==> src/common/exPkg.sv <==
//----------------------------------------------------------
// Execute stage package
// Widths, operation enums and the flag struct
//----------------------------------------------------------
package exPkg;

    localparam int dataW = 32;              // Datapath width
    localparam int accW  = 64;              // Product and accumulator width

    // ALU operations use the MIPS function field
    typedef enum logic [5:0] {
        SLL  = 6'h00,
        SRL  = 6'h02,
        SRA  = 6'h03,
        ADD  = 6'h20,
        ADDU = 6'h21,
        SUB  = 6'h22,
        SUBU = 6'h23,
        AND  = 6'h24,
        OR   = 6'h25,
        XOR  = 6'h26,
        NOR  = 6'h27,
        SLT  = 6'h2a,
        SLTU = 6'h2b
    } aluFuncE;

    typedef enum logic [5:0] {
        MADD  = 6'h00,                      // SPECIAL2 group
        MADDU = 6'h01,
        MULT  = 6'h18,
        MULTU = 6'h19
    } mulFuncE;

    // Three low opcode bits of branches and jumps
    typedef enum logic [2:0] {
        BCOND = 3'b001,                     // BLTZ or BGEZ by rt
        J     = 3'b010,
        JAL   = 3'b011,
        BEQ   = 3'b100,
        BNE   = 3'b101,
        BLEZ  = 3'b110,
        BGTZ  = 3'b111
    } brCodeE;

    typedef enum logic [1:0] {
        SEL_ALU = 2'b00,
        SEL_BRA = 2'b01,
        SEL_MUL = 2'b10
    } outSelE;

    typedef struct packed {
        logic c;                            // Carry
        logic z;                            // Zero
        logic o;                            // Signed overflow
        logic n;                            // Negative
    } flagsT;

endpackage

==> src/design/executeAcc.sv <==
//----------------------------------------------------------
// Execute pipeline register
// Latches front stage results and holds the MAC accumulator
//----------------------------------------------------------
`timescale 1ns/1ns

module executeAcc (
    input  logic                    clk,
    input  logic                    arstN,
    input  logic [exPkg::accW-1:0]  frontResult,
    input  exPkg::flagsT            frontFlags,
    input  logic [exPkg::dataW-1:0] frontPcOut,
    input  logic                    frontRegWrite,
    input  logic                    frontMemWrite,
    input  logic                    frontBranchTaken,
    input  logic                    accEn,
    output logic [exPkg::accW-1:0]  out,
    output exPkg::flagsT            flags,
    output logic [exPkg::dataW-1:0] pcOut,
    output logic                    regWriteOut,
    output logic                    memWriteOut,
    output logic                    branchTaken,
    output logic [exPkg::accW-1:0]  accState
);

    always_ff @(posedge clk or negedge arstN) begin
        if (!arstN) begin
            out         <= '0;
            flags       <= '0;
            pcOut       <= '0;
            regWriteOut <= 1'b0;
            memWriteOut <= 1'b0;
            branchTaken <= 1'b0;
            accState    <= '0;
        end else begin
            out         <= frontResult;
            flags       <= frontFlags;
            pcOut       <= frontPcOut;
            regWriteOut <= frontRegWrite;
            memWriteOut <= frontMemWrite;
            branchTaken <= frontBranchTaken;
            if (accEn) begin
                accState <= frontResult;        // Sum from MADD or MADDU
            end
        end
    end

    // A store never redirects the PC in the same slot
    assert property (@(posedge clk) disable iff (!arstN) !(branchTaken && memWriteOut))
        else $error("executeAcc: branch and store qualifiers high together");

endmodule

==> config.mk <==
export PLATFORM = sky130hd
export DESIGN_NAME = executeAcc
export DESIGN_NICKNAME = d
export VERILOG_FILES = /design/src/common/exPkg.sv /design/src/design/executeAcc.sv
export SDC_FILE = /design/constraint.sdc
export NUM_CORES = 1
export LEC_CHECK = 0
export ABC_AREA = 1
export BUFFER_PORTS_ARGS = -buffer_cell sky130_fd_sc_hd__buf_2
export CAP_MARGIN = 0
export CORE_ASPECT_RATIO = 1.25
export CORE_MARGIN = 10
export CORE_UTILIZATION = 47
export CTS_CLUSTER_SIZE = 30
export DETAILED_ROUTE_END_ITERATION = 12
export PLACE_DENSITY = 0.83
export SYNTH_ARGS = -nofsm -noshare
export SYNTH_HDL_FRONTEND = slang
export SYNTH_SLANG_ARGS = --single-unit
export TNS_END_PERCENT = 1
==> constraint.sdc <==
create_clock -name clk -period 1.9 [get_ports clk]
set_clock_uncertainty 0.1 [all_clocks]
set_input_delay 0.19 -clock clk [delete_from_list [all_inputs] [get_ports clk]]
set_output_delay 0.19 -clock clk [all_outputs]
set_load 0.02 [all_outputs]
Word-level counts from Yosys, hierarchy flattened
Cells that the tools add are included.
- flip-flop bits (word level): 167

Logic depth before layout (Yosys ltp)
- depth after elaboration: 0
- mapped depth: 4
- depth with buffers taken out: 3

Worst setup path before layout
No wires, ideal clock.
- kind: input -> register
- start point: input accEn
- end point: register accState[10] in the netlist's numbering
- setup time: 0.117 ns
- arrival time: 0.583 ns
- slack: 1.100 ns
- stages on the path: 4
- buffers on the path: 2
- cell sequence: buf_4 -> clkbuf_8 -> nand2_1 -> nand2_1
- RTL lines (element ; line ; text):
    from (decl) ; executeAcc.sv:16 ; input logic accEn,
    to (signal assigned) ; executeAcc.sv:43 ; accState <= frontResult;
    to (decl) ; executeAcc.sv:23 ; output logic [exPkg::accW-1:0] accState

Worst setup path in the final report
- start point: register accState[43] in the netlist's numbering
- end point: output accState[43] in the netlist's numbering
No word-level cell between the ends.

==> out/results.tsv <==
stage	metric	value	unit
drt	WL final	18200	um
final_layout	design area	8200	sq um
logic_synthesis	ys flop type	dfrtp_1	
drt	drt wl/cell	20.1	um
timing	Final period util	0.676	
place	port bufs	272	
timing	unrepaired setup endpoints after global routing	false	
drt	1st-iter DRT viols	276	
logic_synthesis	ys async rst share	1.00	
logic_synthesis	Synth Area in Simple Gates	0.143	
logic_synthesis	most frequent cell after synthesis	nand2_1	
critical_path	crit end category	output port	
timing	Final min period	1.28	ns
critical_path	reg2reg start	accState[33]	
place	Area after DPL	6540	sq um
logic_synthesis	top cells by area, synth	dfrtp_1 83%, nand2_1 14%, clkbuf_8 1.6%, buf_2 0.60%, buf_4 0.15%	
critical_path	Critical Path Fanout Max	2	
logic_synthesis	Compound-Gate Fraction of Synth Area	0	
drt	Post-route DRC	0	
timing	final hold violation count	0	
timing	Slew HR	0.539	
global_route	vias in the first global route	4723	
min_path	Tightest Hold Check Type	input port to register	
min_path	Worst Hold Endpoint	accState[1]	
logic_synthesis	Seq/Total Area, Yosys	0.832	
floorplanning	die area	15200	sq um
logic_synthesis	Synth Area in Adders	0	
critical_path	Worst EP arrival	0.99	ns
logic_synthesis	share of the synthesized area in the top cell type	0.832	
critical_path	reg2reg path depth	2	
pwr	Power Density	1060	nW/um^2
timing	Setup Total Neg Slack	0	ns
timing	worst slew pin tran	0.692	ns
min_path	Worst Min Path Start	accEn	
logic_synthesis	Synth Area per Inst	13.5	sq um
global_route	overall global routing resource usage	0.233	
global_route	initial antenna violation count	1	
floorplanning	FP Rows	42	
logic_synthesis	cell count after synthesis	373	
timing	Final WS setup	0.615	ns
cts	TritonCTS clock tree	done	
critical_path	instance count on the critical path	1	
place	Post-Place Setup Slack	0.649	ns
logic_synthesis	largest area contributor in the netlist	dfrtp_1	
global_route	Congestion Overflow GR	0	
cts	Worst-Skew Late Latency	0.39	ns
cts	postcts setup bufs	0	
logic_synthesis	mux cell area share after synthesis	0	
drt	Routed Antenna Nets	0	
pwr	leakage	4.42	nW
drt	routed via count	4305	
run_status	status	completed	
logic_synthesis	syn_nets	479	
critical_path	CP Cell Sequence	buf_2	
final_layout	FILL cells	605	
cts	clock sinks	167	
timing	Final setup viols	0	
cts	CTS resizes	0	
floorplanning	# IOs	273	
floorplanning	Core Area	10500	sq um
logic_synthesis	number of flops mapped to enable cells by yosys	0	
place	GPL Wtd Cong	0.775	
final_layout	fraction of final layout cells sized beyond drive strength 1	0.399	
critical_path	reg2reg end	accState[33]	
global_route	first-pass GRT wire length	27400	um
floorplanning	Starting Density	0.478	
place	detailed-placement wirelength estimate	11300	um
min_path	hold depth	4	
logic_synthesis	Mapped Area	5020	sq um
cts	CTS Buf Count	17	
cts	CTS Buffer Depth	2	
critical_path	critical path class	register to output port	
critical_path	R2R Setup Slk	1.09	ns
pwr	Worst VDD drop	0.598	mV
logic_synthesis	top cells by count, synth	192 x nand2_1, 167 x dfrtp_1, 6 x buf_2, 6 x clkbuf_8	
logic_synthesis	synth warn	0	
logic_synthesis	Post-Synth XOR/XNOR Area	0	
timing	f_max	0.778	GHz
floorplanning	DIE HEIGHT	136	um
drt	vias per cell	4.74	
cts	clock slew at reported path FFs	0.06	ns
critical_path	crit start category	register	
critical_path	largest delay contributor family on the critical path	flip-flops	
final_layout	NumNets Final	868	
critical_path	Critical path buffers and inverters	1	
final_layout	Area growth, synth to finish	63.3	%
critical_path	Crit-path slowest cell	dfrtp_1	
drt	Pre-antenna DRT Iters	4	
logic_synthesis	Distinct cells, synth	6	
timing	Final Max Tran Viols	0	
critical_path	Critical Path RT	1.61	ns
logic_synthesis	synthesized flop and latch total	167	
timing	Worst Hold Margin	0.151	ns
cts	H-tree depth	4	
cts	Root Driver	clkbuf_16	
global_route	largest net degree at the start of global routing	65	
critical_path	Worst path max stage delay	0.42	ns
critical_path	Worst Setup SP	accState[43]	
floorplanning	chip width	112	um
pwr	Power, Total	8.67	mW
logic_synthesis	largest family of logic cells by synthesized area	simple AND/OR/NAND/NOR gates	
run	Max-cap violations	0	
==> worst max path at each step <==
stage	endpoint	slack, ns
2_1_floorplan	accState[10]	1.10
3_5_place_dp	accState[7]	0.65
6_report	accState[43]	0.62
5_1_grt	accState[35]	0.58
3_3_place_gp	accState[7]	0.70
4_1_cts	accState[43]	0.59
==> final cells by class <==
cell class | instances | area [sq um] | share of cell area
Sequential cell | 167 | 4180 | 0.509
Timing Repair Buffer | 383 | 2510 | 0.306
Multi-Input combinational cell | 192 | 721 | 0.0878
Clock buffer | 21 | 450 | 0.0549
Clock inverter | 11 | 171 | 0.0209
Tap cell | 132 | 165 | 0.0201
Inverter | 1 | 3.75 | 0.000458
Antenna cell | 1 | 2.50 | 0.000305
==> metrics by stage <==
step / util / std cells
3_5_place_dp: 0.622 / 771
6_report: 0.781 / 908
5_1_grt: 0.781 / 908
4_1_cts: 0.780 / 907
3_3_place_gp: 0.622 / 771
2_1_floorplan: - / 373
==> registers in the layout, indices dropped and copies added (netlist names) <==
name / flops
accState: 64
branchTaken: 1
flags: 4
memWriteOut: 1
out: 64
pcOut: 32
regWriteOut: 1
==> metal layers <==
layer	wire length (um)	track usage	vias to the layer above
met2	9960	0.412	234
met5	0	0	-
met4	413	0.0932	0
met3	1440	0.0873	30
met1	6390	0.246	2132
li1	-	-	1909
==> timing repair <==
item | in CTS | in global routing
endpoints found under the hold margin | 241 | 0
hold buffers | 104 | 0
setup endpoints to repair | 0 | 0
==> logic make-up after synthesis <==
family / count (synthesis)
DFF: 167
buffers and inverters: 14
and+or+nand+nor: 192
==> where the power goes <==
part / switching (mW) / internal [mW]
registers: 0.116 / 3.79
logic: 0.719 / 0.450
clock network: 1.35 / 2.24
==> layout by cell type (no fill, tap or decap), drive strengths merged <==
| cell type | count |
|---|---|
| buf | 279 |
| nand2 | 192 |
| dfrtp | 167 |
| dlygate4sd3 | 104 |
| clkbuf | 21 |
| bufinv | 4 |
| clkinv | 4 |
| clkinvlp | 2 |
| inv | 2 |
| diode | 1 |
(Power assumes the default switching activity.)
